**config.mk**
```make
export PLATFORM = sky130hd
export DESIGN_NAME = execute_stage_flat
export DESIGN_NICKNAME = d
export VERILOG_FILES = /design/src/hw/core_pkg.sv /design/src/hw/pipeline_ifs.sv /design/src/hw/execute_stage.sv /design/src/flat_wrapper.sv
export SDC_FILE = /design/constraint.sdc
export NUM_CORES = 1
export LEC_CHECK = 0
export BUFFER_PORTS_ARGS = -buffer_cell sky130_fd_sc_hd__buf_4
export CAP_MARGIN = 0
export CORE_MARGIN = 3
export CORE_UTILIZATION = 30
export DETAILED_ROUTE_END_ITERATION = 7
export GPL_TIMING_DRIVEN = 0
export PLACE_DENSITY_LB_ADDON = 0.1
export SETUP_SLACK_MARGIN = 0.1
export SLEW_MARGIN = 20
export SYNTH_ARGS = -nofsm -noshare
export SYNTH_HDL_FRONTEND = slang
export SYNTH_SLANG_ARGS = --single-unit
```
**constraint.sdc**
```tcl
create_clock -name vclk -period 11.29
set_clock_uncertainty 0.15 [all_clocks]
set_input_delay 3.387 -clock vclk [all_inputs]
set_output_delay 3.387 -clock vclk [all_outputs]
set_load 0.02 [all_outputs]
```
**src/hw/core_pkg.sv**
```systemverilog
package core_pkg;

   localparam int XLEN       = 32;   // Data and instruction width
   localparam int REG_COUNT  = 32;   // Architectural registers
   localparam int REG_ADDR_W = 5;    // Register index width

   typedef logic [XLEN-1:0]       word_t;
   typedef logic [REG_ADDR_W-1:0] reg_addr_t;

   localparam word_t NOP_INSTR = 32'h0000_0013;   // ADDI x0,x0,0

   // Major opcodes that decode understands
   typedef enum logic [6:0] {
      OPC_OP     = 7'b0110011,   // Register-register ALU
      OPC_OP_IMM = 7'b0010011,   // Register-immediate ALU
      OPC_LUI    = 7'b0110111,
      OPC_BRANCH = 7'b1100011
   } rv_opcode_e;

   typedef enum logic [3:0] {
      ALU_ADD,
      ALU_SUB,
      ALU_AND,
      ALU_OR,
      ALU_XOR,
      ALU_SLT,
      ALU_SLL,
      ALU_SRL,
      ALU_PASS_B,   // LUI result
      ALU_BEQ,
      ALU_BNE
   } alu_op_e;

   // Combinational decode result, before the ID/EX register
   typedef struct packed {
      logic    supported;   // Clear for any encoding outside the subset
      alu_op_e alu_op;
      logic    writes_rd;
      logic    use_imm;     // Operand b from imm instead of rs2
      word_t   imm;         // I, U or B immediate
   } decoded_op_t;

endpackage

```
**src/hw/pipeline_ifs.sv**
```systemverilog
`timescale 1ns/10ps

// ID/EX register contents
interface decode_exec_if;
   logic                valid;
   core_pkg::word_t     pc;
   core_pkg::alu_op_e   alu_op;
   core_pkg::reg_addr_t rd;
   logic                writes_rd;
   core_pkg::word_t     operand_a;       // rs1
   core_pkg::word_t     operand_b;       // Immediate or rs2
   core_pkg::word_t     rs2_value;       // Branch compare
   core_pkg::word_t     branch_offset;

   modport decode (output valid, pc, alu_op, rd, writes_rd, operand_a, operand_b,
                   rs2_value, branch_offset);
   modport exec   (input  valid, pc, alu_op, rd, writes_rd, operand_a, operand_b,
                   rs2_value, branch_offset);
endinterface


```
**src/hw/execute_stage.sv**
```systemverilog
`timescale 1ns/10ps

module execute_stage (
   input  logic                clk,
   input  logic                rst,
   decode_exec_if.exec         from_dec,
   output logic                wb_en,
   output core_pkg::reg_addr_t wb_rd,
   output core_pkg::word_t     wb_data,
   output logic                branch_taken,
   output core_pkg::word_t     branch_target
);

   core_pkg::word_t result;
   logic [4:0]      shamt;
   logic            less_than;       // Signed a < b
   logic            operands_equal;  // rs1 == rs2 for branches

   assign shamt          = from_dec.operand_b[4:0];
   assign less_than      = $signed(from_dec.operand_a) < $signed(from_dec.operand_b);
   assign operands_equal = (from_dec.operand_a == from_dec.rs2_value);

   ///////////////////////////////////////////////////////////////////////
   // ALU
   always_comb begin
      case (from_dec.alu_op)
         core_pkg::ALU_ADD:    result = from_dec.operand_a + from_dec.operand_b;
         core_pkg::ALU_SUB:    result = from_dec.operand_a - from_dec.operand_b;
         core_pkg::ALU_AND:    result = from_dec.operand_a & from_dec.operand_b;
         core_pkg::ALU_OR:     result = from_dec.operand_a | from_dec.operand_b;
         core_pkg::ALU_XOR:    result = from_dec.operand_a ^ from_dec.operand_b;
         core_pkg::ALU_SLT:    result = {{(core_pkg::XLEN-1){1'b0}}, less_than};
         core_pkg::ALU_SLL:    result = from_dec.operand_a << shamt;
         core_pkg::ALU_SRL:    result = from_dec.operand_a >> shamt;   // Logical
         core_pkg::ALU_PASS_B: result = from_dec.operand_b;            // LUI
         default:              result = '0;                            // Branches
      endcase
   end

   ///////////////////////////////////////////////////////////////////////
   // Writeback, lands in the register file at the next edge
   assign wb_en   = from_dec.valid && from_dec.writes_rd && (from_dec.rd != '0);
   assign wb_rd   = from_dec.rd;
   assign wb_data = result;

   ///////////////////////////////////////////////////////////////////////
   // Branch resolution
   always_comb begin
      branch_taken = 1'b0;
      if (from_dec.valid) begin
         case (from_dec.alu_op)
            core_pkg::ALU_BEQ: branch_taken = operands_equal;
            core_pkg::ALU_BNE: branch_taken = !operands_equal;
            default:           branch_taken = 1'b0;
         endcase
      end
   end

   assign branch_target = from_dec.pc + from_dec.branch_offset;

   // Taken branch flushes ID/EX, so the next cycle holds a bubble
   a_branch_pulse: assert property (@(posedge clk) disable iff (rst)
      branch_taken |-> from_dec.valid ##1 !from_dec.valid)
      else $error("execute_stage: branch_taken without a single-cycle valid branch");

endmodule

```
**src/flat_wrapper.sv**
```systemverilog
// flat-port wrapper written by rule: the top's interface ports become plain ports
module execute_stage_flat 
  (clk, rst, wb_en, wb_rd, wb_data, branch_taken, branch_target, from_dec_valid, from_dec_pc, from_dec_alu_op, from_dec_rd, from_dec_writes_rd, from_dec_operand_a, from_dec_operand_b, from_dec_rs2_value, from_dec_branch_offset);
  decode_exec_if from_dec_i ();
  input  logic clk;
  input  logic rst;
  output logic wb_en;
  output core_pkg::reg_addr_t wb_rd;
  output core_pkg::word_t wb_data;
  output logic branch_taken;
  output core_pkg::word_t branch_target;
  input wire logic [$bits(from_dec_i.valid)-1:0] from_dec_valid;
  input wire logic [$bits(from_dec_i.pc)-1:0] from_dec_pc;
  input wire logic [$bits(from_dec_i.alu_op)-1:0] from_dec_alu_op;
  input wire logic [$bits(from_dec_i.rd)-1:0] from_dec_rd;
  input wire logic [$bits(from_dec_i.writes_rd)-1:0] from_dec_writes_rd;
  input wire logic [$bits(from_dec_i.operand_a)-1:0] from_dec_operand_a;
  input wire logic [$bits(from_dec_i.operand_b)-1:0] from_dec_operand_b;
  input wire logic [$bits(from_dec_i.rs2_value)-1:0] from_dec_rs2_value;
  input wire logic [$bits(from_dec_i.branch_offset)-1:0] from_dec_branch_offset;
  assign from_dec_i.valid = from_dec_valid;
  assign from_dec_i.pc = from_dec_pc;
  assign from_dec_i.alu_op = from_dec_alu_op;
  assign from_dec_i.rd = from_dec_rd;
  assign from_dec_i.writes_rd = from_dec_writes_rd;
  assign from_dec_i.operand_a = from_dec_operand_a;
  assign from_dec_i.operand_b = from_dec_operand_b;
  assign from_dec_i.rs2_value = from_dec_rs2_value;
  assign from_dec_i.branch_offset = from_dec_branch_offset;
  execute_stage u_core (.clk(clk), .rst(rst), .from_dec(from_dec_i), .wb_en(wb_en), .wb_rd(wb_rd), .wb_data(wb_data), .branch_taken(branch_taken), .branch_target(branch_target));
endmodule
```
### Yosys cells after proc, flatten, opt, wreduce, memory -nomap -nowiden

Cells that the tools add are included.
W data, S select, Z words.

| word-level totals | value |
|---|---|
| register bits after elaboration | 0 |
| memories kept | 0 |
| word-level logic and storage cells | 28 |
| bits in writable memories | 0 |
| output and inout port bits | 71 |
| bits in read-only memories | 0 |
| bits in latches | 0 |

| operators by class | value |
|---|---|
| mux-type cells | 3 |
| multipliers | 0 |
| add/sub/neg operators | 3 |
| divide/modulo/power cells | 0 |
| shifts and indexed selects | 2 |
| reductions and logical operators | 5 |
| order comparisons | 1 |
| bitwise logic cells | 3 |
| equality and inequality tests | 11 |

Operator list:

| cell | number |
|---|---|
| $pmux W32 S9 | 1 |
| $add A32 B32 Y32 | 2 |
| $and A32 B32 Y32 | 1 |
| $eq A32 B32 Y1 | 1 |
| $lt A32 B32 Y1 | 1 |
| $or A32 B32 Y32 | 1 |
| $shl A32 B5 Y32 | 1 |
| $shr A32 B5 Y32 | 1 |
| $sub A32 B32 Y32 | 1 |
| $xor A32 B32 Y32 | 1 |
| $eq A4 B3 Y1 const B | 4 |
| $eq A4 B4 Y1 const B | 3 |
| $eq A4 B2 Y1 const B | 2 |
| $reduce_bool A5 Y1 | 1 |
| $eq A4 B1 Y1 const B | 1 |
| $logic_not A4 Y1 | 1 |
| $logic_and A1 B1 Y1 | 2 |
| $pmux W1 S2 | 1 |
| $logic_not A1 Y1 | 1 |
| $mux W1 | 1 |

### Logic depth before layout (Yosys ltp)

| depth | value |
|---|---|
| word-level depth | 4 |
| depth in mapped cells | 16 |
| gate-level depth less buffers | 12 |

### Least setup slack after synthesis

Ideal clock, no wire load.

| path | value |
|---|---|
| path type | input to output |
| from | in from_dec_operand_b[3] |
| to | out wb_data[25] |
| path buffers | 5 |
| cell stages on the path | 16 |
| arrival | 6.934 ns |
| setup slack | 0.819 ns |
| cell sequence | clkbuf_1 inv_1 buf_1 clkbuf_1 clkbuf_1 ha_1 buf_4 o211ai_1 o211a_1 o41ai_4 o2111ai_2 a21oi_1 a221o_1 a2111oi_2 nor4_1 a21oi_1 |

| on the way | value |
|---|---|
| longest elaborated chain between the ends | 2 |
| elaborated cells on any way between the ends | 5 |
| those cells by class | 2 x add/sub; 2 x shift; 1 x mux |

RTL lines:

| what | RTL line | RTL |
|---|---|---|
| start: declaration | flat_wrapper.sv:18 | `input wire logic [$bits(from_dec_i.operand_b)-1:0] from_dec_operand_b;` |
| $sub A32 B32 Y32, or another cell as far along | execute_stage.sv:28 | `core_pkg::ALU_SUB: result = from_dec.operand_a - from_dec.operand_b;` |
| $pmux W32 S9 * | execute_stage.sv:26 | `case (from_dec.alu_op)` |
| end: declaration | flat_wrapper.sv:9 | `output core_pkg::word_t wb_data;` |

Mark *: on every way between the ends. The rest lies on a longest branch, timed or not.

### Worst setup path after layout

| path | value |
|---|---|
| from | in from_dec_operand_b[3] |
| to | out wb_data[28] |

Same word-level chain as after synthesis.

==> summary.txt <==
STA
  • Post-route setup slack: 187 ps
  • Slew Viols, Final: 0
  • Max-slew headroom: 28.2%
  • Final hold slack: 6920 ps
  • Tcrit/Tclk final: 98.3%
  • Minimum clock period after layout: 11100 ps
  • Final setup fails: 0
  • RSZ-0062 raised after global routing: no
  • Total negative setup slack: 0 ps
  • Worst Max-Slew Pin Slew: 1080 ps
  • Hold Fails Final Rpt: 0
  • Max Freq: 90.1 MHz

Worst setup path
  • Critical path data required time: 7750 ps
  • Crit end category: primary output
  • CP startpoint kind: input port
  • Delay-heaviest family, CP: compound AO/OA/AOI/OAI gates
  • Worst EP arrival: 7570 ps
  • CP max FO: 11
  • Crit-path slowest cell: o31ai_1
  • Crit-path cells: buf_4, clkinvlp_4, clkbuf_4, clkbuf_4, clkbuf_4, ha_1, buf_4, nand2_1, o211ai_1, a21oi_1, o2111ai_1, nand2_1, o31ai_1, o211a_1, nor3_1, o22ai_1, buf_4
  • Worst Path Buf+Inv: 7
  • Critical path class: input port to primary output
  • Critical path's largest stage delay: 550 ps

Global route
  • Grt ovf: 0
  • Largest net degree at the start of global routing: 12
  • Vias in the first global route: 13600
  • GRT Total Usage: 32.8%
  • Antenna violations before repair: 2
  • First-pass GRT wire length: 93.8 mm

Synth
  • Count of cell types in the netlist: 96
  • Adder-Cell Fraction of Synth Area: 15.7%
  • Syn nets: 1847
  • Seq/Total Area, Yosys: 0%
  • Mapped Cells: 1543
  • Yosys top cell by area: ha_1
  • Synth top area share: 15.1%
  • Top cells by area, synth: ha_1 15%, mux4_2 7.0%, a21oi_1 7.0%
  • XOR/XNOR share of the synthesized area: 5.29%
  • Compound-Gate Fraction of Synth Area: 38.2%
  • Avg Inst Size Synth: 6.86 um2
  • Synth warn: 0
  • Post-synthesis mux area share: 12.8%
  • Post-Synth Simple-Gate Area: 19.4%
  • Mapped Area: 0.0106 mm2
  • Largest family of logic cells by synthesized area: compound AO/OA/AOI/OAI gates

Clocking
  • Post-CTS Hold Buffers: 0

Die
  • DIE WIDTH: 194 um
  • Std cell rows: 68
  • Die area: 0.0376 mm2
  • I/O pin total: 244
  • Die Y: 194 um
  • Initial Util: 30.6%
  • Core area: 0.0346 mm2

Min path
  • WHS Endpoint: wb_rd[3]
  • Hold path depth: 3
  • Min-delay src: from_dec_rd[3]
  • Hold Path Class: input port to primary output

Place
  • Port bufs: 239
  • Setup WS pre-CTS: -1170 ps
  • RePlAce Congestion: 1.01
  • Cell Area, Placed: 0.0130 mm2
  • Hpwl dp: 54.3 mm

Finish
  • Share of layout cells above drive strength 1: 20.6%
  • FF+latch count: 0
  • Final core occ: 37.7%
  • Final Cell Area: 0.0130 mm2
  • NumNets Final: 2087
  • Sequential cell area: 0 um2
  • P&R area growth vs syn: 23.2%
  • Diode count: 0
  • Final-layout clock buffer total: 0

Status
  • Status: complete, no violations

Pwr
  • Leakage: 5.72 nW
  • Pwr dens: 60.8 mW/mm2
  • Worst vdd ir: 37.4 uV

Route
  • Detailed Routing Iterations Pass 1: 6
  • Via/cell ratio: 6.30
  • # DRC: 0
  • Final ANT Viol Nets: 0
  • Starting DRT DRC Count: 1540
  • Total wire length: 66.0 mm
  • DR vias: 14100
  • Drt wl/cell: 29.5 um

Flow run
  • Max-cap violations: 0
==> logic make-up (layout without fill, tap and decap cells) <==
family | after synthesis | count (layout)
buf+inv | 224 | 462
simple gates | 437 | 437
compound gates | 595 | 595
fa+ha+maj | 131 | 131
xor+xnor | 64 | 64
mux | 92 | 92
==> metrics by stage <==
step,instances,total power (W)
2_1_floorplan,1543,0.000454
3_3_place_gp,2237,0.000770
3_5_place_dp,2239,0.000768
4_1_cts,2238,0.000773
5_1_grt,2236,0.000840
6_report,2236,0.000793
==> what timing repair did <==
item,CTS,global route
resized for setup,8,9
pin swaps,0,1
buffers inserted,0,0
endpoints found under the setup margin,27,11
==> report_power, final <==
group	switching [W]	internal, W	total (W)	leakage [nW]
combinational	0.000497	0.000296	0.000793	5.72
clock	0	0	0	0
sequential	0	0	0	0
==> synthesized netlist by cell type (13+ instances only) <==
library cell and number:
a31oi_1 17, o22ai_1 17, mux2_2 17, o21bai_1 21, nand2b_1 13, inv_1 108
mux4_2 33, or3_1 17, a211oi_1 27, mux2i_1 42, nor2_1 150, buf_2 25
xor2_1 14, o21ai_0 109, a221o_1 13, a221oi_1 21, nand2_1 120, a22oi_1 26
a21oi_1 148, clkbuf_1 64, o211ai_1 37, a21o_1 29, nand3_1 27, nor3_1 26
nand4_1 19, a211o_1 13, nor2b_1 14, o221ai_1 13, ha_1 128, xnor2_1 50
==> cells in the final DEF (no fill, tap or decap), types with 13 or more instances in the layout <==
master and instances:
o211ai_1 37, xor2_1 14, o21bai_1 21, o22ai_1 17, a31oi_1 16, mux2_2 17, a21o_1 29, nand2_1 120
nor2_1 150, a211oi_1 27, a22oi_1 26, o221ai_1 13, mux4_2 33, xnor2_1 50, nor2b_1 14, a211o_1 13
o21ai_0 108, ha_1 128, or3_1 17, nand2b_1 13, nand4_1 19, a21oi_1 148, clkbuf_1 58, a221oi_1 21
buf_2 27, nor3_1 24, nand3_1 27, mux2i_1 42, inv_1 107, buf_4 248
==> worst max-delay path by stage <==
stage / start / endpoint / slack [ps] / cells after the start
after floorplan: from_dec_operand_b[3] / wb_data[25] / 820 / 16
final: from_dec_operand_b[3] / wb_data[28] / 190 / 17
after CTS: from_dec_operand_b[3] / wb_data[19] / 110 / 16
after global routing: from_dec_operand_b[2] / wb_data[22] / 100 / 16
after global placement: from_dec_operand_b[3] / wb_data[28] / -1240 / 18
after detailed placement: from_dec_operand_b[3] / wb_data[28] / -1170 / 18
==> layer usage <==
layer,track usage [%],vias up,share of wire [%]
met1,45.1,6860,43
met3,4.48,152,8.2
met2,53.0,806,45
met5,0,-,0.020
met4,10.7,2,4.2
li1,-,6271,-
==> area by class of cell <==
type / instances / area (um2)
Tap cell: 455 / 569
Timing Repair Buffer: 241 / 1810
Fill cell: 3802 / 21600
Inverter: 112 / 428
Buffer: 109 / 503
Multi-Input combinational cell: 1319 / 9730
==> tightest hold or removal path, cell delays in order <==
cell and delay [ps]:
buf_4 80, buf_4 90, buf_4 120
Note: power is estimated with default switching activity, not from simulation.
