### src/hw/core_pkg.sv
package core_pkg;

   localparam int XLEN       = 32;   // Data and instruction width
   localparam int REG_COUNT  = 32;   // Architectural registers
   localparam int REG_ADDR_W = 5;    // Register index width

   typedef logic [XLEN-1:0]       word_t;
   typedef logic [REG_ADDR_W-1:0] reg_addr_t;

   localparam word_t NOP_INSTR = 32'h0000_0013;   // ADDI x0,x0,0

   // Major opcodes that decode understands
   typedef enum logic [6:0] {
      OPC_OP     = 7'b0110011,   // Register-register ALU
      OPC_OP_IMM = 7'b0010011,   // Register-immediate ALU
      OPC_LUI    = 7'b0110111,
      OPC_BRANCH = 7'b1100011
   } rv_opcode_e;

   typedef enum logic [3:0] {
      ALU_ADD,
      ALU_SUB,
      ALU_AND,
      ALU_OR,
      ALU_XOR,
      ALU_SLT,
      ALU_SLL,
      ALU_SRL,
      ALU_PASS_B,   // LUI result
      ALU_BEQ,
      ALU_BNE
   } alu_op_e;

   // Combinational decode result, before the ID/EX register
   typedef struct packed {
      logic    supported;   // Clear for any encoding outside the subset
      alu_op_e alu_op;
      logic    writes_rd;
      logic    use_imm;     // Operand b from imm instead of rs2
      word_t   imm;         // I, U or B immediate
   } decoded_op_t;

endpackage

### src/hw/pipeline_ifs.sv
`timescale 1ns/10ps

// ID/EX register contents
interface decode_exec_if;
   logic                valid;
   core_pkg::word_t     pc;
   core_pkg::alu_op_e   alu_op;
   core_pkg::reg_addr_t rd;
   logic                writes_rd;
   core_pkg::word_t     operand_a;       // rs1
   core_pkg::word_t     operand_b;       // Immediate or rs2
   core_pkg::word_t     rs2_value;       // Branch compare
   core_pkg::word_t     branch_offset;

   modport decode (output valid, pc, alu_op, rd, writes_rd, operand_a, operand_b,
                   rs2_value, branch_offset);
   modport exec   (input  valid, pc, alu_op, rd, writes_rd, operand_a, operand_b,
                   rs2_value, branch_offset);
endinterface

// Two read ports on the register file, data back in the same cycle
interface reg_read_if;
   core_pkg::reg_addr_t rs1_addr;
   core_pkg::reg_addr_t rs2_addr;
   core_pkg::word_t     rs1_data;
   core_pkg::word_t     rs2_data;

   modport decode  (output rs1_addr, rs2_addr,
                    input  rs1_data, rs2_data);
   modport regfile (input  rs1_addr, rs2_addr,
                    output rs1_data, rs2_data);
endinterface

### src/hw/decode_stage.sv
`timescale 1ns/10ps

module decode_stage (
   input  logic            clk,
   input  logic            rst,
   input  logic            hold,
   input  logic            branch_taken,   // Squash, ID holds a younger instr
   input  logic            if_valid,
   input  core_pkg::word_t if_pc,
   input  core_pkg::word_t if_instr,
   reg_read_if.decode      rd_port,
   decode_exec_if.decode   to_exec
);

   core_pkg::rv_opcode_e  opcode;
   logic [2:0]            funct3;
   logic [6:0]            funct7;
   core_pkg::reg_addr_t   rd;
   core_pkg::word_t       imm_i;
   core_pkg::word_t       imm_u;
   core_pkg::word_t       imm_b;
   core_pkg::decoded_op_t dec;

   assign opcode = core_pkg::rv_opcode_e'(if_instr[6:0]);
   assign funct3 = if_instr[14:12];
   assign funct7 = if_instr[31:25];
   assign rd     = if_instr[11:7];

   assign rd_port.rs1_addr = if_instr[19:15];
   assign rd_port.rs2_addr = if_instr[24:20];

   // Immediate formats
   assign imm_i = {{20{if_instr[31]}}, if_instr[31:20]};
   assign imm_u = {if_instr[31:12], 12'b0};
   assign imm_b = {{19{if_instr[31]}}, if_instr[31], if_instr[7], if_instr[30:25],
                   if_instr[11:8], 1'b0};

   always_comb begin
      dec        = '0;
      dec.alu_op = core_pkg::ALU_ADD;
      case (opcode)
         core_pkg::OPC_OP: begin
            dec.writes_rd = 1'b1;
            dec.supported = (funct7 == 7'h00) || (funct7 == 7'h20 && funct3 == 3'b000);
            case (funct3)
               3'b000:  dec.alu_op = funct7[5] ? core_pkg::ALU_SUB : core_pkg::ALU_ADD;
               3'b001:  dec.alu_op = core_pkg::ALU_SLL;
               3'b010:  dec.alu_op = core_pkg::ALU_SLT;
               3'b100:  dec.alu_op = core_pkg::ALU_XOR;
               3'b101:  dec.alu_op = core_pkg::ALU_SRL;   // SRA falls out on funct7
               3'b110:  dec.alu_op = core_pkg::ALU_OR;
               3'b111:  dec.alu_op = core_pkg::ALU_AND;
               default: dec.supported = 1'b0;             // SLTU
            endcase
         end
         core_pkg::OPC_OP_IMM: begin
            dec.writes_rd = 1'b1;
            dec.use_imm   = 1'b1;
            dec.imm       = imm_i;
            dec.supported = 1'b1;
            case (funct3)
               3'b000:  dec.alu_op = core_pkg::ALU_ADD;
               3'b100:  dec.alu_op = core_pkg::ALU_XOR;
               3'b110:  dec.alu_op = core_pkg::ALU_OR;
               3'b111:  dec.alu_op = core_pkg::ALU_AND;
               default: dec.supported = 1'b0;   // Shifts and SLTI not in subset
            endcase
         end
         core_pkg::OPC_LUI: begin
            dec.supported = 1'b1;
            dec.writes_rd = 1'b1;
            dec.use_imm   = 1'b1;
            dec.imm       = imm_u;
            dec.alu_op    = core_pkg::ALU_PASS_B;
         end
         core_pkg::OPC_BRANCH: begin
            dec.imm       = imm_b;   // Offset only, compare uses rs2
            dec.supported = (funct3 == 3'b000) || (funct3 == 3'b001);
            dec.alu_op    = funct3[0] ? core_pkg::ALU_BNE : core_pkg::ALU_BEQ;
         end
         default: ;   // Bubble
      endcase
   end

   ///////////////////////////////////////////////////////////////////////
   // ID/EX register
   always_ff @(posedge clk) begin
      if (rst || hold || branch_taken) begin
         to_exec.valid     <= 1'b0;
         to_exec.writes_rd <= 1'b0;
         to_exec.alu_op    <= core_pkg::ALU_ADD;
      end else begin
         to_exec.valid     <= if_valid && dec.supported;
         to_exec.writes_rd <= dec.writes_rd;
         to_exec.alu_op    <= dec.alu_op;
      end
   end

   always_ff @(posedge clk) begin
      to_exec.pc            <= if_pc;
      to_exec.rd            <= rd;
      to_exec.operand_a     <= rd_port.rs1_data;
      to_exec.operand_b     <= dec.use_imm ? dec.imm : rd_port.rs2_data;
      to_exec.rs2_value     <= rd_port.rs2_data;
      to_exec.branch_offset <= dec.imm;
   end

endmodule

### src/flat_wrapper.sv
// flat-port wrapper written by rule: the top's interface ports become plain ports
module decode_stage_flat 
  (clk, rst, hold, branch_taken, if_valid, if_pc, if_instr, rd_port_rs1_addr, rd_port_rs2_addr, rd_port_rs1_data, rd_port_rs2_data, to_exec_valid, to_exec_pc, to_exec_alu_op, to_exec_rd, to_exec_writes_rd, to_exec_operand_a, to_exec_operand_b, to_exec_rs2_value, to_exec_branch_offset);
  reg_read_if rd_port_i ();
  decode_exec_if to_exec_i ();
  input  logic clk;
  input  logic rst;
  input  logic hold;
  input  logic branch_taken;
  input  logic if_valid;
  input  core_pkg::word_t if_pc;
  input  core_pkg::word_t if_instr;
  output wire logic [$bits(rd_port_i.rs1_addr)-1:0] rd_port_rs1_addr;
  output wire logic [$bits(rd_port_i.rs2_addr)-1:0] rd_port_rs2_addr;
  input wire logic [$bits(rd_port_i.rs1_data)-1:0] rd_port_rs1_data;
  input wire logic [$bits(rd_port_i.rs2_data)-1:0] rd_port_rs2_data;
  output wire logic [$bits(to_exec_i.valid)-1:0] to_exec_valid;
  output wire logic [$bits(to_exec_i.pc)-1:0] to_exec_pc;
  output wire logic [$bits(to_exec_i.alu_op)-1:0] to_exec_alu_op;
  output wire logic [$bits(to_exec_i.rd)-1:0] to_exec_rd;
  output wire logic [$bits(to_exec_i.writes_rd)-1:0] to_exec_writes_rd;
  output wire logic [$bits(to_exec_i.operand_a)-1:0] to_exec_operand_a;
  output wire logic [$bits(to_exec_i.operand_b)-1:0] to_exec_operand_b;
  output wire logic [$bits(to_exec_i.rs2_value)-1:0] to_exec_rs2_value;
  output wire logic [$bits(to_exec_i.branch_offset)-1:0] to_exec_branch_offset;
  assign rd_port_rs1_addr = rd_port_i.rs1_addr;
  assign rd_port_rs2_addr = rd_port_i.rs2_addr;
  assign rd_port_i.rs1_data = rd_port_rs1_data;
  assign rd_port_i.rs2_data = rd_port_rs2_data;
  assign to_exec_valid = to_exec_i.valid;
  assign to_exec_pc = to_exec_i.pc;
  assign to_exec_alu_op = to_exec_i.alu_op;
  assign to_exec_rd = to_exec_i.rd;
  assign to_exec_writes_rd = to_exec_i.writes_rd;
  assign to_exec_operand_a = to_exec_i.operand_a;
  assign to_exec_operand_b = to_exec_i.operand_b;
  assign to_exec_rs2_value = to_exec_i.rs2_value;
  assign to_exec_branch_offset = to_exec_i.branch_offset;
  decode_stage u_core (.clk(clk), .rst(rst), .hold(hold), .branch_taken(branch_taken), .if_valid(if_valid), .if_pc(if_pc), .if_instr(if_instr), .rd_port(rd_port_i), .to_exec(to_exec_i));
endmodule
### config.mk
export PLATFORM = sky130hd
export DESIGN_NAME = decode_stage_flat
export DESIGN_NICKNAME = d
export VERILOG_FILES = /design/src/hw/core_pkg.sv /design/src/hw/pipeline_ifs.sv /design/src/hw/decode_stage.sv /design/src/flat_wrapper.sv
export SDC_FILE = /design/constraint.sdc
export NUM_CORES = 1
export LEC_CHECK = 0
export BUFFER_PORTS_ARGS = -buffer_cell sky130_fd_sc_hd__clkbuf_2
export CORE_AREA = 2 2 123 125
export CTS_BUF_LIST = sky130_fd_sc_hd__clkbuf_4 sky130_fd_sc_hd__clkbuf_8
export DETAILED_ROUTE_END_ITERATION = 12
export DIE_AREA = 0 0 125 127
export GPL_TIMING_DRIVEN = 0
export HOLD_SLACK_MARGIN = 0.12
export PLACE_DENSITY = 0.59
export SLEW_MARGIN = 20
export SYNTH_ARGS = -nofsm -noshare
export SYNTH_HDL_FRONTEND = slang
export SYNTH_SLANG_ARGS = --single-unit
### constraint.sdc
create_clock -name clk -period 2.7 [get_ports clk]
set_input_delay 0 -clock clk [delete_from_list [all_inputs] [get_ports clk]]
set_output_delay 0 -clock clk [all_outputs]
set_load 0.05 [all_outputs]
# Word-level counts from Yosys, hierarchy flattened
# Index checks and enable logic that the tools add are counted.
[word_totals]
register_bits = 171
[classes]
eq_ne = 11
n_mux = 11
reduce_logical = 12
[op_table]
columns = ["op", "count"]
rows = [
  ["$pmux W32 S3", 1],
  ["$mux W32", 1],
  ["$pmux W4 S7", 1],
  ["$eq A7 B6 Y1 const B", 3],
  ["$pmux W5 S4", 1],
  ["$eq A3 B3 Y1 const B", 4],
  ["$pmux W3 S3", 1],
  ["$eq A7 B5 Y1 const B", 1],
  ["$eq A7 B7 Y1 const B", 1],
  ["$logic_not A7 Y1", 1],
  ["$reduce_or A7 Y1", 1],
  ["$mux W1", 5],
  ["$logic_or A1 B1 Y1", 4],
  ["$reduce_or A4 Y1", 1],
  ["$eq A3 B1 Y1 const B", 1],
  ["$eq A3 B2 Y1 const B", 1],
  ["$logic_not A3 Y1", 1],
  ["$reduce_or A3 Y1", 1],
  ["$logic_and A1 B1 Y1", 2],
  ["$mux W2", 1],
  ["$reduce_or A2 Y1", 1],
]

# Logic depth before layout (Yosys ltp)
[depth]
depth_word = 6
depth_mapped = 6

# Least setup slack after synthesis
# Ideal clock, no wire load.
[synth_path]
path_type = "input to register"
from = "input if_instr[5]"
to = "register u_core.to_exec.operand_b[12]"
setup_time_ps = 121
arrival_ps = 1194
required_time_ps = 2579
setup_slack_ps = 1386
path_stages = 5
path_buffers = 2
cell_sequence = "buf_2 xor2_1 nor3_2 buf_2 mux2_2"
[synth_via]
elab_chain_len = 4
elab_cells_between_ends = 7
classes_between = "eq/ne (3); mux (3); reduce/logical (1)"
[synth_lines]
columns = ["element", "line_no", "rtl"]
rows = [
  ["start, declared", "flat_wrapper.sv:12", "input core_pkg::word_t if_instr;"],
  ["$eq A7 B5 Y1 / $eq A7 B6 Y1 (equally long branches)", "decode_stage.sv:41", "case (opcode)"],
  ["$reduce_or A2 Y1 (no source line)", "--", ""],
  ["$mux W1", "decode_stage.sv:41", ""],
  ["$mux W32 *", "decode_stage.sv:103", "to_exec.operand_b <= dec.use_imm ? dec.imm : rd_port.rs2_data;"],
  ["end signal, assigned", "decode_stage.sv:103", ""],
  ["end, declared", "pipeline_ifs.sv:15", "modport decode (output valid, pc, alu_op, rd, writes_rd, operand_a, operand_b,"],
]
# Mark *: on every way between the ends. The rest lies on a longest branch, timed or not.
# A chain may end at the register's enable or synchronous reset.

# Final worst setup path
[layout_path]
from = "input if_instr[2]"
to = "register u_core.to_exec.valid"
[layout_via]
elab_chain_len = 3
elab_cells_between_ends = 6
classes_between = "eq/ne (4); mux (1); reduce/logical (1)"
[layout_lines]
columns = ["element", "line_no", "rtl"]
rows = [
  ["$eq A7 B7 Y1, or another cell as far along", "decode_stage.sv:41", ""],
  ["$pmux W5 S4 *", "decode_stage.sv:41", ""],
  ["$logic_and A1 B1 Y1 *", "decode_stage.sv:93", "to_exec.valid <= if_valid && dec.supported;"],
  ["end signal, assigned", "decode_stage.sv:93", ""],
  ["end, declared", "pipeline_ifs.sv:15", ""],
]
# Marked as above.

==> impl_metrics.toml <==
[cts]
htree_levels = 4
clkSlewWorstSetupHoldPaths_ns = 0.10
post_cts.resized_instances = 0
clkSinkCount = 171
cts.path.max_buffers = 2
tritoncts = "yes"
clockRootBuffer = "sky130_fd_sc_hd__clkbuf_8"
cts_buffers = 17

[synthesis]
synth.mux.area_fraction = 0.0573
syn_inst = 315
yosys.area_share.adder = 0
post_synth_instance_area_mm2 = 0.00452
synth_area_per_cell_um2 = 14.3
synth.yosys.warnings = 0
synth-seq-cells = 171
synth_xor_area_frac = 0.00194
mappedNetlistNets = 448
synth_simple_gate_area_share = 0.0579
ys_seq_area_frac = 0.758
complex_gate_fraction_of_the_synthesized_area = 0.0922
synth_top_family_by_area = "compound AO/OA/AOI/OAI gates"
yosysUniqueCellTypes = 35

[setup_path]
arrival_ns = 2.73
timing.critical_path.cells = "dlygate4sd3_1 > clkbuf_2 > nand4bb_1 > buf_2 > nor2_1 > a21o_1 > o311a_1 > dlygate4sd3_1"
timing.critical_path.buf_inv = 4
required_ns = 3.09
crit_path_top_delay_cell = "sky130_fd_sc_hd__nor2_1"
critPathMostFrequentCell = "sky130_fd_sc_hd__dlygate4sd3_1"
timing.critical_path.slowest_cell_delay_ns = 0.74
cp-start-kind = "primary input"
timing.critical_path.fanout_max = 8
timing_worst_setup_path_type = "primary input to flip-flop"
critPathTopFamily = "buffers and inverters"
worst_setup_path_end_kind = "flip-flop"

[route]
route.detailed.drc = 0
dr_total_vias = 4184
number_of_detailed_routing_iterations_run_before_antenna_repair = 4
dr.first_iter.drc_count = 144
wl_per_cell_um = 16.2
totalWireLength_mm = 15.8
antenna_violating_nets_post_route = 0
viasPerCell = 4.28

[die]
core_area_mm2 = 0.0144
die-width_um = 125
die_area_mm2 = 0.0159
die_h_um = 127
core.rowCount = 44
start_util = 0.313
ios = 314

[finish]
most-common-layout-cells = "sky130_fd_sc_hd__clkbuf_2 (311), sky130_fd_sc_hd__dfxtp_1 (171), sky130_fd_sc_hd__dlygate4sd3_1 (135)"
final_layout_size_suffix_gt1_frac = 0.511
layout.cells.most_common = "sky130_fd_sc_hd__clkbuf_2"
nets = 913
postLayoutCoreUtil = 0.562
postLayoutCellArea_mm2 = 0.00810
flow.area_growth_from_synthesis_pct = 79.3
fillCellCount = 1173
antenna_cells = 0

[global_route]
grt_pass1_wl_mm = 23.9
grt_antenna_before_repair = 0
grt_util_all_layers = 0.197
grt_max_degree = 18
first_global_vias = 4472
grt-ovfl-total = 0

[status]
outcome = "completed"

[sta]
final_max_tran_viols = 0
finalHoldViolCount = 0
timing.slew.headroom = 0.367
grt_setup_unrepaired = "false"
final.setup.worst_slack_ns = 0.364
timing_worst_slew_pin_value_ns = 0.946
setup_viol = 0
setup-tns-final_ns = 0
finalCriticalPeriod_ns = 2.34
maxClockFrequency_mhz = 428
layout_worst_path_cycle_share = 0.865

[flow_run]
number_of_max_cap_violations = 0

[placement]
detailed_placement_hpwl_mm = 10.7
io_buffers = 311
dpl_cell_area_mm2 = 0.00630
post_place_setup_slack_ns = 0.791
gpl.final_weighted_congestion = 0.801

[power_and_ir_drop]
irDropWorstVdd_mv = 0.417
power_density_mw_per_mm2 = 687
power.static_leakage_nw = 4.10
report.power.total_w = 0.00556

[worst_hold_path]
hold_path_class = "primary input to flip-flop"
path summary, 6_finish.rpt:
kind / to / cells after the start / slack (ns) / from
worst max-delay path: u_core.to_exec.valid / 8 / 0.36 / if_instr[2]
worst min-delay path: u_core.to_exec.operand_a[18] / 2 / 0.18 / rd_port_rs1_data[18]
routing by layer:
metal | vias up | global-route usage | part of all wire
met5 | - | 0 | 0
met1 | 1926 | 0.212 | 0.38
li1 | 1993 | - | -
met2 | 235 | 0.351 | 0.51
met4 | 0 | 0.0810 | 0.024
met3 | 30 | 0.0745 | 0.084
where the power goes:
part | switching, W | internal, W | leakage (nW)
logic | 0.000598 | 0.000311 | 2.45
registers | 0.0000315 | 0.00263 | 1.43
clock network | 0.00102 | 0.000970 | 0.219
flip-flops by register name (all words and copies together) (netlist names), 4 cells and up:
name and cells:
u_core.to_exec.rd 5, u_core.to_exec.pc 32, u_core.to_exec.rs2_value 32, u_core.to_exec.operand_b 32, u_core.to_exec.alu_op 4, u_core.to_exec.operand_a 32, u_core.to_exec.branch_offset 32
cell usage after synthesis:
cell type,number,area share
sky130_fd_sc_hd__or3_1,1,0.0014
sky130_fd_sc_hd__o31ai_1,1,0.0017
sky130_fd_sc_hd__xor2_1,1,0.0019
sky130_fd_sc_hd__o22ai_1,1,0.0014
sky130_fd_sc_hd__buf_4,10,0.017
sky130_fd_sc_hd__nor3_2,1,0.0022
sky130_fd_sc_hd__nand2_1,5,0.0042
sky130_fd_sc_hd__or3b_4,1,0.0025
sky130_fd_sc_hd__nand3b_1,3,0.0050
sky130_fd_sc_hd__and3_1,1,0.0014
sky130_fd_sc_hd__mux2_2,23,0.057
sky130_fd_sc_hd__a21o_2,15,0.029
sky130_fd_sc_hd__and4b_1,1,0.0022
sky130_fd_sc_hd__buf_6,1,0.0025
sky130_fd_sc_hd__o311a_1,1,0.0022
sky130_fd_sc_hd__clkbuf_1,3,0.0025
sky130_fd_sc_hd__a22o_1,12,0.023
sky130_fd_sc_hd__a21o_1,4,0.0066
sky130_fd_sc_hd__nor2b_1,3,0.0042
sky130_fd_sc_hd__nor3_1,4,0.0044
sky130_fd_sc_hd__inv_1,3,0.0025
sky130_fd_sc_hd__buf_2,8,0.0089
sky130_fd_sc_hd__a21oi_1,4,0.0044
sky130_fd_sc_hd__o21a_1,2,0.0033
sky130_fd_sc_hd__o21ai_0,6,0.0066
sky130_fd_sc_hd__o2111a_1,1,0.0025
sky130_fd_sc_hd__nand4bb_1,1,0.0025
sky130_fd_sc_hd__nor2_1,9,0.0075
sky130_fd_sc_hd__and2_1,7,0.0097
sky130_fd_sc_hd__a21o_4,2,0.0066
sky130_fd_sc_hd__nand2b_1,4,0.0055
sky130_fd_sc_hd__nand3_1,1,0.0011
sky130_fd_sc_hd__a211oi_4,1,0.0044
sky130_fd_sc_hd__dfxtp_1,171,0.76
sky130_fd_sc_hd__nor4_1,3,0.0042
cell families after synthesis:
logic type / count (synthesis)
flops: 171
mux: 23
buf+inv: 25
compound gates: 50
xor+xnor: 1
simple gates: 45
through the flow:
stage	instances	hold slack [ns]
final	977	0.179
after global routing	977	0.146
after CTS	977	0.148
after detailed placement	810	0.104
after global placement	810	0.102
after floorplan	315	0.0277
timing repair:
item                      in CTS  in global routing
setup buffers                  0                  0
hold buffers                 135                  0
hold endpoints to repair     171                  0
final cells by class:
cell class | instances | area, µm² | area share
plain buffers | 22 | 138 | 0.0170
clock buffers | 18 | 241 | 0.0298
clock inverters | 14 | 201 | 0.0249
inverters | 3 | 11.3 | 0.00139
multi-input cells | 119 | 946 | 0.117
flip-flops and latches | 171 | 3420 | 0.423
well taps | 184 | 230 | 0.0284
repair buffers | 446 | 2910 | 0.359
(Power assumes the default switching activity.)
