### src/hw/core_pkg.sv
package core_pkg;

   localparam int XLEN       = 32;   // Data and instruction width
   localparam int REG_COUNT  = 32;   // Architectural registers
   localparam int REG_ADDR_W = 5;    // Register index width

   typedef logic [XLEN-1:0]       word_t;
   typedef logic [REG_ADDR_W-1:0] reg_addr_t;

   localparam word_t NOP_INSTR = 32'h0000_0013;   // ADDI x0,x0,0

   // Major opcodes that decode understands
   typedef enum logic [6:0] {
      OPC_OP     = 7'b0110011,   // Register-register ALU
      OPC_OP_IMM = 7'b0010011,   // Register-immediate ALU
      OPC_LUI    = 7'b0110111,
      OPC_BRANCH = 7'b1100011
   } rv_opcode_e;

   typedef enum logic [3:0] {
      ALU_ADD,
      ALU_SUB,
      ALU_AND,
      ALU_OR,
      ALU_XOR,
      ALU_SLT,
      ALU_SLL,
      ALU_SRL,
      ALU_PASS_B,   // LUI result
      ALU_BEQ,
      ALU_BNE
   } alu_op_e;

   // Combinational decode result, before the ID/EX register
   typedef struct packed {
      logic    supported;   // Clear for any encoding outside the subset
      alu_op_e alu_op;
      logic    writes_rd;
      logic    use_imm;     // Operand b from imm instead of rs2
      word_t   imm;         // I, U or B immediate
   } decoded_op_t;

endpackage

### src/hw/fetch_stage.sv
`timescale 1ns/10ps

module fetch_stage #(
   parameter int IMEM_DEPTH = 64
) (
   input  logic            clk,
   input  logic            rst,
   input  logic            hold,            // Program loading
   input  logic            branch_taken,
   input  core_pkg::word_t branch_target,
   output core_pkg::word_t fetch_addr,
   input  core_pkg::word_t fetch_data,
   output logic            if_valid,
   output core_pkg::word_t if_pc,
   output core_pkg::word_t if_instr
);

   localparam int                ADDR_W    = $clog2(IMEM_DEPTH);
   localparam logic [ADDR_W-1:0] LAST_WORD = ADDR_W'(IMEM_DEPTH - 1);

   core_pkg::word_t pc;
   logic            at_top;   // PC sits on the last memory word

   assign at_top     = (pc[ADDR_W+1:2] == LAST_WORD);
   assign fetch_addr = pc;

   ///////////////////////////////////////////////////////////////////////
   // PC
   always_ff @(posedge clk) begin
      if (rst || hold) begin
         pc <= '0;
      end else if (branch_taken) begin
         pc <= branch_target;             // Redirect from execute
      end else if (!at_top) begin
         pc <= pc + 32'd4;
      end                                 // At top keep fetching same word
   end

   ///////////////////////////////////////////////////////////////////////
   // IF/ID register
   always_ff @(posedge clk) begin
      if (rst || hold || branch_taken) begin
         if_valid <= 1'b0;
         if_pc    <= '0;
         if_instr <= core_pkg::NOP_INSTR;   // Squash younger fetch
      end else begin
         if_valid <= 1'b1;
         if_pc    <= pc;
         if_instr <= fetch_data;
      end
   end

   // Targets come from pc + B offset, so alignment must hold across redirects
   a_pc_aligned: assert property (@(posedge clk) disable iff (rst)
      pc[1:0] == 2'b00)
      else $error("fetch_stage: misaligned pc %h", pc);

endmodule

### config.mk
export PLATFORM = sky130hd
export DESIGN_NAME = fetch_stage
export DESIGN_NICKNAME = d
export VERILOG_FILES = /design/src/hw/core_pkg.sv /design/src/hw/fetch_stage.sv
export SDC_FILE = /design/constraint.sdc
export NUM_CORES = 1
export LEC_CHECK = 0
export ABC_AREA = 1
export BUFFER_PORTS_ARGS = -buffer_cell sky130_fd_sc_hd__buf_2
export CAP_MARGIN = 0
export CORE_MARGIN = 5
export CORE_UTILIZATION = 42
export DETAILED_ROUTE_END_ITERATION = 16
export PLACE_DENSITY = 0.75
export SYNTH_ARGS = -nofsm -noshare
export SYNTH_HDL_FRONTEND = slang
export SYNTH_SLANG_ARGS = --single-unit
### constraint.sdc
create_clock -name clk -period 1.65 [get_ports clk]
set_clock_uncertainty 0.2 [all_clocks]
set_input_delay 0.4125 -clock clk [delete_from_list [all_inputs] [get_ports clk]]
set_output_delay 0.4125 -clock clk [all_outputs]
set_load 0.02 [all_outputs]
## Word level (Yosys, flattened, before mapping)

Index checks and enable logic that the tools add are counted.

| word-level totals | value |
|---|---|
| flip-flop bits (word level) | 97 |
| bits of input ports | 68 |
| output and inout bits | 97 |
| word-level logic and storage cells | 12 |

| operators by class | value |
|---|---|
| add/subtract/negate cells | 1 |
| eq/ne operators | 2 |
| multiplexer cells | 3 |
| reduce and logical (&&, ||, !) cells | 2 |

Operators with widths:

| kind | count |
|---|---|
| 2-to-1 mux 32 bit | 2 |
| adder 32 x 3 -> 32 bit, second input constant | 1 |
| equality test 6 bit, second input constant | 1 |
| logical OR 1 bit | 2 |
| inequality test 2 bit, second input constant | 1 |
| 2-to-1 mux 1 bit | 1 |

## Depth between registers and ports, before layout

Gate-level depths: netlist (run 1).

| depth | value |
|---|---|
| depth after elaboration | 3 |
| mapped depth | 10 |
| depth with buffers taken out | 10 |

## Worst setup path before layout (run 1)

Ideal clock, no wire load.

| timing path | value |
|---|---|
| kind | register to register |
| start | register pc[3], in the netlist fetch_addr[3] |
| end | register pc[22], in the netlist fetch_addr[22] |
| library setup time | 0.132 ns |
| arrival | 1.434 ns |
| required time | 1.318 ns |
| path slack | -0.117 ns |
| stages on the path, launching flop included | 11 |
| path buffers | 0 |
| clock period less this slack | 1.767 ns |
| cell sequence | dfxtp_1 -> ha_1 -> nand2_1 -> nor2_2 -> nand2_1 -> nor2_2 -> nand2_1 -> nand2_1 -> nand3_1 -> nand2_1 -> a21oi_1 |

| between the ends | value |
|---|---|
| word-level cells in the longest chain between the ends | 3 |
| elaborated cells between the ends (all ways) | 5 |
| classes of those cells | 1 x add/sub; 2 x eq/ne; 2 x mux |

Ends and longest elaborated chain:

| item | line | source |
|---|---|---|
| from (decl) | fetch_stage.sv:21 | `core_pkg::word_t pc;` |
| from (signal assigned) | fetch_stage.sv:33 | `pc <= branch_target;` |
| from (signal assigned) | fetch_stage.sv:35 | `pc <= pc + 32'd4;` |
| adder 32 x 3 -> 32 bit | fetch_stage.sv:35 |  |
| 2-to-1 mux 32 bit | fetch_stage.sv:34 | `end else if (!at_top) begin` |
| 2-to-1 mux 32 bit | fetch_stage.sv:32 | `end else if (branch_taken) begin` |

Several ways; a longest one is shown, not always the timed one. The select of a mux whose other input is x is not followed.
A chain may end at the register's enable or synchronous reset.

## Worst setup path after layout (run 1)

| timing path | value |
|---|---|
| start | register pc[3], in the netlist fetch_addr[3] |
| end | register pc[21], in the netlist fetch_addr[21] |

Same word-level chain as after synthesis.

==> results of run 1 <==
cell families (layout without fill, tap and decap cells):
group	Yosys count	count (layout)	share of synthesized area, %
compound gates	58	58	8.62
buf+inv	103	318	10.7
fa+ha+maj	1	1	0.335
flops	97	97	52.0
xor+xnor	3	3	0.704
simple gates	241	241	27.6
worst min-delay path by stage:
stage               depth (start not counted)  slack [ns]     endpoint
floorplan                                   1        0.29     if_valid
global placement                            2        0.23     if_pc[0]
detailed placement                          2        0.24     if_pc[0]
CTS                                         2       0.006  if_instr[0]
global route                                2        0.01  if_instr[4]
finish                                      2        0.02  if_instr[0]
power by group through the flow:
stage          Clock (mW)  Sequential (mW)  Combinational (mW)
2_1_floorplan           0             2.55               0.144
3_5_place_dp            0             2.49               0.437
4_1_cts              1.56             2.43               0.445
6_report             1.52             2.43               0.474
5_1_grt              1.67             2.44               0.525
3_3_place_gp            0             2.48               0.433
what timing repair did:
action | 4_1_cts | 5_1_grt
hold buffers | 0 | 0
buffers inserted | 4 | 3
pin swaps | 4 | 18
hold endpoints to repair | 0 | 0
endpoints found under the setup margin | 27 | 40
gates resized for setup | 25 | 79
sequential cells by signal, indices dropped and copies added (netlist names):
register,count
if_valid,1
if_instr,32
fetch_addr,32
if_pc,32
area by class of cell:
| type | count | area [µm²] | area share [%] |
|---|---|---|---|
| clock buffers | 10 | 138 | 2.49 |
| clock inverters | 6 | 62.6 | 1.13 |
| inverters | 87 | 329 | 5.96 |
| multi-input cells | 303 | 1590 | 28.7 |
| flip-flops and latches | 97 | 1980 | 35.9 |
| well taps | 108 | 135 | 2.45 |
| repair buffers | 215 | 1290 | 23.3 |
through the flow:
stage	cells	cell area, µm²	util (%)	hold WS [ns]
final	826	5520	63.6	0.0205
after global routing	826	5520	63.6	0.0122
after CTS	823	5250	60.5	0.00567
after detailed placement	803	4960	57.2	0.239
after global placement	803	4960	57.2	0.226
after floorplan	503	3740	-	0.295
placed cells by master, fill, tap and decap left out, types with 8 or more instances in the layout:
| master | n |
|---|---|
| buf_2 | 155 |
| nor2_1 | 89 |
| nand2_1 | 87 |
| inv_1 | 81 |
| dfxtp_1 | 73 |
| buf_4 | 45 |
| nand3_1 | 19 |
| dfxtp_2 | 19 |
| o21ai_0 | 14 |
| a21oi_1 | 13 |
| buf_6 | 13 |
| nor2_2 | 11 |
| clkbuf_8 | 10 |
| nor2_4 | 9 |
| a21oi_2 | 8 |
| o21ai_2 | 8 |
metal layers:
layer / up-vias / track usage [%]
met3: 17 / 5.90
met5: - / 0
li1: 1964 / -
met4: 0 / 7.22
met1: 1733 / 26.3
met2: 167 / 35.2
==> impl_metrics.tcl, run 1 <==
set metrics [dict create \
    design.die.area_mm2 0.0109 \
    clkTransAtPathRegs_ns 0.10 \
    nNetsFinal 782 \
    wirelength_um 11800 \
    core-area_mm2 0.00868 \
    cts_buffer_depth 2 \
    grt.total_usage_pct 21.2 \
    drv_cap 0 \
    endpoint_kind "flop" \
    grt_max_degree 22 \
    reg2regPathDepth 10 \
    cp-startpoint "fetch_addr[3]" \
    post-route-period-util_pct 101 \
    postSynth.asyncResetShare_pct 0 \
    htreeDepth 3 \
    netlist_area_mm2 0.00373 \
    grt_pass1_wl_um 18900 \
    dr.pass1.iters 6 \
    wire_per_inst_um 14.3 \
    crit_path_frequent_cell "nand3_1" \
    grt_pass1_vias 3919 \
    ys_warn_count 0 \
    ir_drop_mv 0.482 \
    cts_tree "done" \
    dpl_worst_slack_ns -0.0464 \
    cpPeakStageDelay_ns 0.38 \
    hpwl_um 9070 \
    final.min_clock_period_ns 1.66 \
    drtAntennaViolNets 0 \
    slew_headroom_pct 77.7 \
    top_layer "met4" \
    clock_power_share_pct 34.4 \
    ys_types 28 \
    synth_top_area_cell "dfxtp_1" \
    cp_slowest_cell "dfxtp_4" \
    worst_hold_path_type "input port to flop" \
    path_buf_inv 2 \
    setup_viol_count_final 2 \
    cp_max_fo 5 \
    syn_nets 572 \
    worst-path-stages 10 \
    wl_met1_um 5050 \
    setup.worst_path.start_class "flop" \
    io_buffer_count 164 \
    synth_ff_type "dfxtp_1" \
    fin_total_pwr_mw 4.43 \
    core.rowCount 34 \
    worst_slack_ns -0.0147 \
    dr_wl_met2_um 5630 \
    die_height_um 104 \
    syn-mean-instance-area_um2 7.42 \
    max_freq_mhz 601 \
    area.growth.synth_to_final_pct 47.9 \
    worstSetupEndpoint "fetch_addr[21]" \
    hold_viol 0 \
    synth-seq-area-share_pct 52.0 \
    root_buffer "clkbuf_8" \
    initial_core_util_pct 43.0 \
    antenna_cells 0 \
    p_switching_mw 1.21 \
    worst_ep_required_time_ns 1.71 \
    crit_family "simple AND/OR/NAND/NOR gates" \
    rsz0062_at_grt "yes" \
    cts-buffers-inserted 9 \
    overflow 0 \
    synth_top_cells_by_area "dfxtp_1 52%, nor2_1 9.9%, nand2_1 9.5%" \
    pwr-share-seq_pct 54.9 \
    worstHoldStart "fetch_data[0]" \
    cp_data_arrival_time_ns 1.73 \
    n_fill_cell 759 \
    post-synth-top-area-fraction_pct 52.0 \
    ys_seq_elements 97 \
    die_w_um 104 \
    critPathKind "flop to flop" \
    crit_chain "buf_6 -> nand2_2 -> nor2_4 -> nand3_4 -> nor2_4 -> nand3_1 -> nand3_1 -> nand3_1 -> nand2_1 -> inv_1" \
    cellPowerDensity_mw_per_mm2 802 \
    swShare_pct 27.4 \
    clk_latency_ns 0.36 \
    yosys-top-cells-count "98 x nor2_1, 97 x dfxtp_1, 94 x nand2_1" \
    drv_slew 0 \
    setup_tns_ns -0.0232 \
    synth_most_common_cell "nor2_1" \
    p_int_mw 3.22 \
    syn_inst 503 \
    gp_congestion 0.914 \
    p_comb_share_pct 10.7 \
    timing.rr.start "fetch_addr[3]" \
    reg2reg_slack_ns -0.01 \
    clock-sinks 97 \
    wl_met3_um 927 \
    io_pins 165 \
    r2r_end "fetch_addr[21]" \
    synth_edf_count 0 \
    drc 0 \
    drtIter0Drc 186 \
    worstMarginPinSlew_ns 0.335 \
    drive_gt1_share_pct 44.6 \
    status "finished with violations" \
    violations "negative setup slack" \
    vias 3881 \
    p_leak_nw 2.68 \
    via_per_inst 4.70 \
    antenna_found_initial 0 \
]
Power figures use the tool's default switching activity.
==> run 2: changes to the inputs <==
- MAX_ROUTING_LAYER: not set -> met4
==> run 2 against run 1 <==
The flow still finishes with violations (negative setup slack). Sequential cell count did not move. Clock power up 5%. Fmax fell by 0.35%. Utilization is the same. Count of clock-buffer cells in the layout down 1. Critical endpoint is now fetch_addr[13].
==> impl_metrics.tcl, run 2 (same netlist as run 1, synthesis figures left out) <==
set metrics [dict create \
    core.rowCount 34 \
    placed_cells 806 \
    multi_input_area_mm2 0.00154 \
    clk_latency_ns 0.36 \
    cts_tree "done" \
    mostFrequentLayoutCell "buf_2" \
    holdWs_ns 0.0229 \
    dr.pass1.iters 6 \
    antenna_found_initial 0 \
    slew_headroom_pct 76.3 \
    swShare_pct 26.5 \
    drtIter0Drc 311 \
    antenna_cells 0 \
    hold_viol 0 \
    dpl_worst_slack_ns -0.0791 \
    root_buffer "clkbuf_8" \
    drv_cap 0 \
    violations "negative setup slack" \
    grt.total_usage_pct 22.5 \
    clock-sinks 97 \
    overflow 0 \
    drive_gt1_share_pct 42.9 \
    worstMarginPinSlew_ns 0.355 \
    setup_viol_count_final 4 \
    cellPowerDensity_mw_per_mm2 816 \
    htreeDepth 3 \
    hpwl_um 9360 \
    vias 3987 \
    seq_area_mm2 0.00199 \
    setup.worst_path.start_class "flop" \
    wire_per_inst_um 14.9 \
    critPathKind "flop to flop" \
    clock_power_share_pct 35.6 \
    worst_ep_required_time_ns 1.74 \
    clkTransAtPathRegs_ns 0.10 \
    design.die.area_mm2 0.0109 \
    p_comb_share_pct 10.4 \
    r2r_end "fetch_addr[13]" \
    drc 0 \
    worstHoldStart "fetch_data[0]" \
    endpoint_kind "flop" \
    min_to "if_instr[0]" \
    cp_data_arrival_time_ns 1.76 \
    drv_slew 0 \
    ir_drop_mv 0.436 \
    area.growth.synth_to_final_pct 47.9 \
    initial_core_util_pct 43.0 \
    wirelength_um 12300 \
    rsz0062_at_grt "yes" \
    core-area_mm2 0.00868 \
    cts_buffer_depth 2 \
    io_pins 165 \
    fin_util_pct 63.6 \
    timing.rr.start "fetch_addr[2]" \
    fin_total_pwr_mw 4.51 \
    die_height_um 104 \
    nNetsFinal 785 \
    cp_max_fo 5 \
    cp-startpoint "fetch_addr[2]" \
    p_leak_nw 2.70 \
    max_freq_mhz 599 \
    io_buffer_count 164 \
    status "finished with violations" \
    post-route-period-util_pct 101 \
    pwr-share-seq_pct 54.0 \
    worst_hold_path_type "input port to flop" \
    p_int_mw 3.31 \
    via_per_inst 4.82 \
    cts-buffers-inserted 9 \
    layout_common_cells "155 x buf_2, 89 x nor2_1, 88 x nand2_1, 80 x inv_1, 73 x dfxtp_1" \
    reg2regPathDepth 9 \
    reg2reg_slack_ns -0.02 \
    hold_depth 2 \
    die_w_um 104 \
    drtAntennaViolNets 0 \
    grt_pass1_wl_um 19700 \
    p_switching_mw 1.20 \
    worst_slack_ns -0.0205 \
    grt_max_degree 22 \
    final-instance-count-excl-fill 828 \
    n_fill_cell 756 \
    final.min_clock_period_ns 1.67 \
    grt_pass1_vias 3992 \
    gp_congestion 0.951 \
]
-- run 2: what timing repair did --
action,4_1_cts,5_1_grt
pin swaps,6,17
hold buffers,0,0
setup buffers,2,4
resized for setup,27,71
gates cloned,0,1
endpoints found under the setup margin,25,40
-- run 2: how the worst max path moves through the flow --
| stage | endpoint |
|---|---|
| 3_5_place_dp | fetch_addr[29] |
| 5_1_grt | fetch_addr[28] |
| 2_1_floorplan | fetch_addr[20] |
| 4_1_cts | fetch_addr[29] |
| 3_3_place_gp | if_instr[2] |
| 6_report | fetch_addr[13] |
-- run 2: final cells by class --
type                            instances  area share [%]
Sequential cell                        97            36.0
Clock inverter                          6            1.38
Timing Repair Buffer                  218            24.0
Clock buffer                            9            2.24
Multi-Input combinational cell        303            27.9
Tap cell                              108            2.45
Inverter                               87            6.00
-- run 2: critical path, stage by stage, from the launching register on --
cell and delay (ns):
dfxtp_2 0.37, buf_6 0.12, inv_4 0.04, nor2_4 0.14, nand3_4 0.15, nor2_4 0.14
buf_6 0.11, xor2_1 0.14, nand2_1 0.06, a21oi_1 0.12
-- run 2: power groups by stage --
stage / Clock, mW / Sequential, mW / Combinational (mW)
2_1_floorplan: 0 / 2.55 / 0.144
3_3_place_gp: 0 / 2.48 / 0.438
3_5_place_dp: 0 / 2.49 / 0.446
4_1_cts: 1.63 / 2.43 / 0.451
5_1_grt: 1.73 / 2.44 / 0.517
6_report: 1.60 / 2.43 / 0.468
-- run 2: layer usage --
layer	global-route usage, %	part of all wire (%)	vias up
met3	5.15	7.8	30
met4	5.00	2.3	0
met2	37.5	48	208
met5	-	0	-
li1	-	-	1962
met1	27.9	42	1787
-- run 2: through the flow --
stage / TNS [ns] / cell area (µm²)
after floorplan: 0 / 3740
after global placement: -0.119 / 4980
after detailed placement: -0.499 / 4980
after CTS: -0.177 / 5270
after global routing: -1.31 / 5520
final: -0.0290 / 5520
==> run 3: changes to the inputs <==
- PLACE_DENSITY: 0.75 -> 0.85
==> run 3 against run 2 <==
The flow still finishes with violations (negative setup slack). Sequential share of layout area up 0.64 points. Combinational power down 2%. Worst hold slack better by 0.0015 ns. Worst setup slack worse by 0.11 ns. Final cell count down 0.48%. Sequential cell count unchanged. Largest cell class unchanged.
==> impl_metrics.tcl, run 3 (same netlist as run 1, synthesis figures left out) <==
set metrics [dict create \
    post-route-period-util_pct 108 \
    top_usage_layer "met2" \
    cts_tree "done" \
    drv_cap 0 \
    met2_usage_pct 37.4 \
    cpPeakStageDelay_ns 0.37 \
    path_buf_inv 1 \
    root_buffer "clkbuf_8" \
    cp_slowest_cell "dfxtp_2" \
    grt_use_met3_pct 5.21 \
    grt.total_usage_pct 22.5 \
    antenna_found_initial 0 \
    ir_drop_mv 0.535 \
    design.die.area_mm2 0.0109 \
    fin_total_pwr_mw 4.39 \
    rsz0062_at_grt "yes" \
    timing.rr.start "fetch_addr[2]" \
    violations "negative setup slack" \
    clock-sinks 97 \
    gp_congestion 0.957 \
    core.rowCount 34 \
    crit_family "simple AND/OR/NAND/NOR gates" \
    worstMarginPinSlew_ns 0.414 \
    setup.worst_path.start_class "flop" \
    io_pins 165 \
    layout_common_cells "158 x buf_2, 91 x nor2_1, 90 x nand2_1, 81 x inv_1, 78 x dfxtp_1" \
    cp-startpoint "fetch_addr[2]" \
    cts_buffer_depth 2 \
    max_freq_mhz 560 \
    grt_pass1_wl_um 19700 \
    slew_headroom_pct 72.3 \
    worst_hold_path_type "input port to flop" \
    crit_chain "buf_12 -> ha_4 -> nand2_4 -> nor2_4 -> nand2_4 -> nor2_4 -> nand2_1 -> nand2_1 -> nand3_1 -> nand2_1 -> a21oi_2" \
    area.growth.synth_to_final_pct 43.8 \
    hold_viol 0 \
    grt_max_degree 26 \
    p_leak_nw 2.65 \
    final.min_clock_period_ns 1.78 \
    antenna_cells 0 \
    clk_latency_ns 0.36 \
    crit_path_frequent_cell "nand2_1" \
    dr.pass1.iters 5 \
    worstHoldStart "fetch_data[4]" \
    drtAntennaViolNets 0 \
    drive_gt1_share_pct 40.8 \
    endpoint_kind "flop" \
    die_w_um 104 \
    drv_slew 0 \
    cp_data_arrival_time_ns 1.84 \
    cp_max_fo 4 \
    vias 3978 \
    cts-buffers-inserted 9 \
    hpwl_um 9350 \
    grtUsageMet1_pct 27.0 \
    clkTransAtPathRegs_ns 0.10 \
    worst_ep_required_time_ns 1.70 \
    drtIter0Drc 222 \
    overflow 0 \
    cellPowerDensity_mw_per_mm2 818 \
    critPathKind "flop to flop" \
    setup_viol_count_final 19 \
    setup_tns_ns -1.05 \
    wirelength_um 12200 \
    core-area_mm2 0.00868 \
    via_per_inst 4.83 \
    status "finished with violations" \
    grt_pass1_vias 4009 \
    htreeDepth 3 \
    worst_slack_ns -0.135 \
    nNetsFinal 780 \
    holdBufCountCts 0 \
    wire_per_inst_um 14.8 \
    drc 0 \
    initial_core_util_pct 43.0 \
    mostFrequentLayoutCell "buf_2" \
    die_height_um 104 \
    io_buffer_count 164 \
]
## run 3: cell count changes in the layout (fill, tap and decap cells not counted), moves of 3 or more
cell and delta:
dfxtp_1 +5, o21ai_2 -4, o21ai_0 +5, a21oi_1 -4, dfxtp_4 -6, a21oi_2 +4
buf_2 +3, buf_6 -8
## run 3: worst paths after layout
| path | end | slack (ns) | depth (start not counted) |
|---|---|---|---|
| max | fetch_addr[22] | -0.13 | 11 |
| min | if_instr[4] | 0.02 | 2 |
| max reg2reg | fetch_addr[22] | -0.13 | 11 |
| min reg2reg | if_pc[0] | 0.28 | 2 |
## run 3: routing by layer
layer	vias to the layer above	share of wire, %
li1	1947	-
met1	1780	40
met2	212	48
met3	39	8.9
met4	0	2.7
met5	-	0
## run 3: what timing repair did
action                     CTS  global route
pin swaps                    7            16
buffers inserted             5             4
setup endpoints to repair   24            35
gates resized for setup     21            38
## run 3: power by group
group	switching [mW]	total [mW]	internal [mW]	leakage [nW]
registers	0.0381	2.44	2.40	0.796
logic	0.269	0.460	0.191	1.76
clock network	0.915	1.50	0.581	0.0940
## run 3: final cells by class
| cell class | count | area, µm² |
|---|---|---|
| fillers | 780 | 3310 |
| clock buffers | 9 | 124 |
| inverters | 87 | 327 |
| clock inverters | 7 | 61.3 |
| well taps | 108 | 135 |
| multi-input cells | 303 | 1510 |
| flip-flops and latches | 97 | 1970 |
| repair buffers | 213 | 1250 |
## run 3: worst register-to-register path, cell delays in order, from the launching register on
cell and delay (ns):
dfxtp_2 0.37, buf_12 0.10, ha_4 0.14, nand2_4 0.06, nor2_4 0.13, nand2_4 0.10, nor2_4 0.15, nand2_1 0.08
nand2_1 0.08, nand3_1 0.09, nand2_1 0.12, a21oi_2 0.06
## run 3: metrics by stage
stage | worst slack, ns | hold slack, ns | instances | instance area [µm²] | utilization, %
2_1_floorplan | 0.00996 | 0.295 | 503 | 3740 | -
3_3_place_gp | -0.0886 | 0.243 | 799 | 4930 | 56.8
3_5_place_dp | -0.0964 | 0.256 | 799 | 4930 | 56.8
4_1_cts | -0.0197 | 0.0144 | 820 | 5220 | 60.1
5_1_grt | -0.259 | 0.0310 | 824 | 5370 | 61.9
6_report | -0.135 | 0.0244 | 824 | 5370 | 61.9
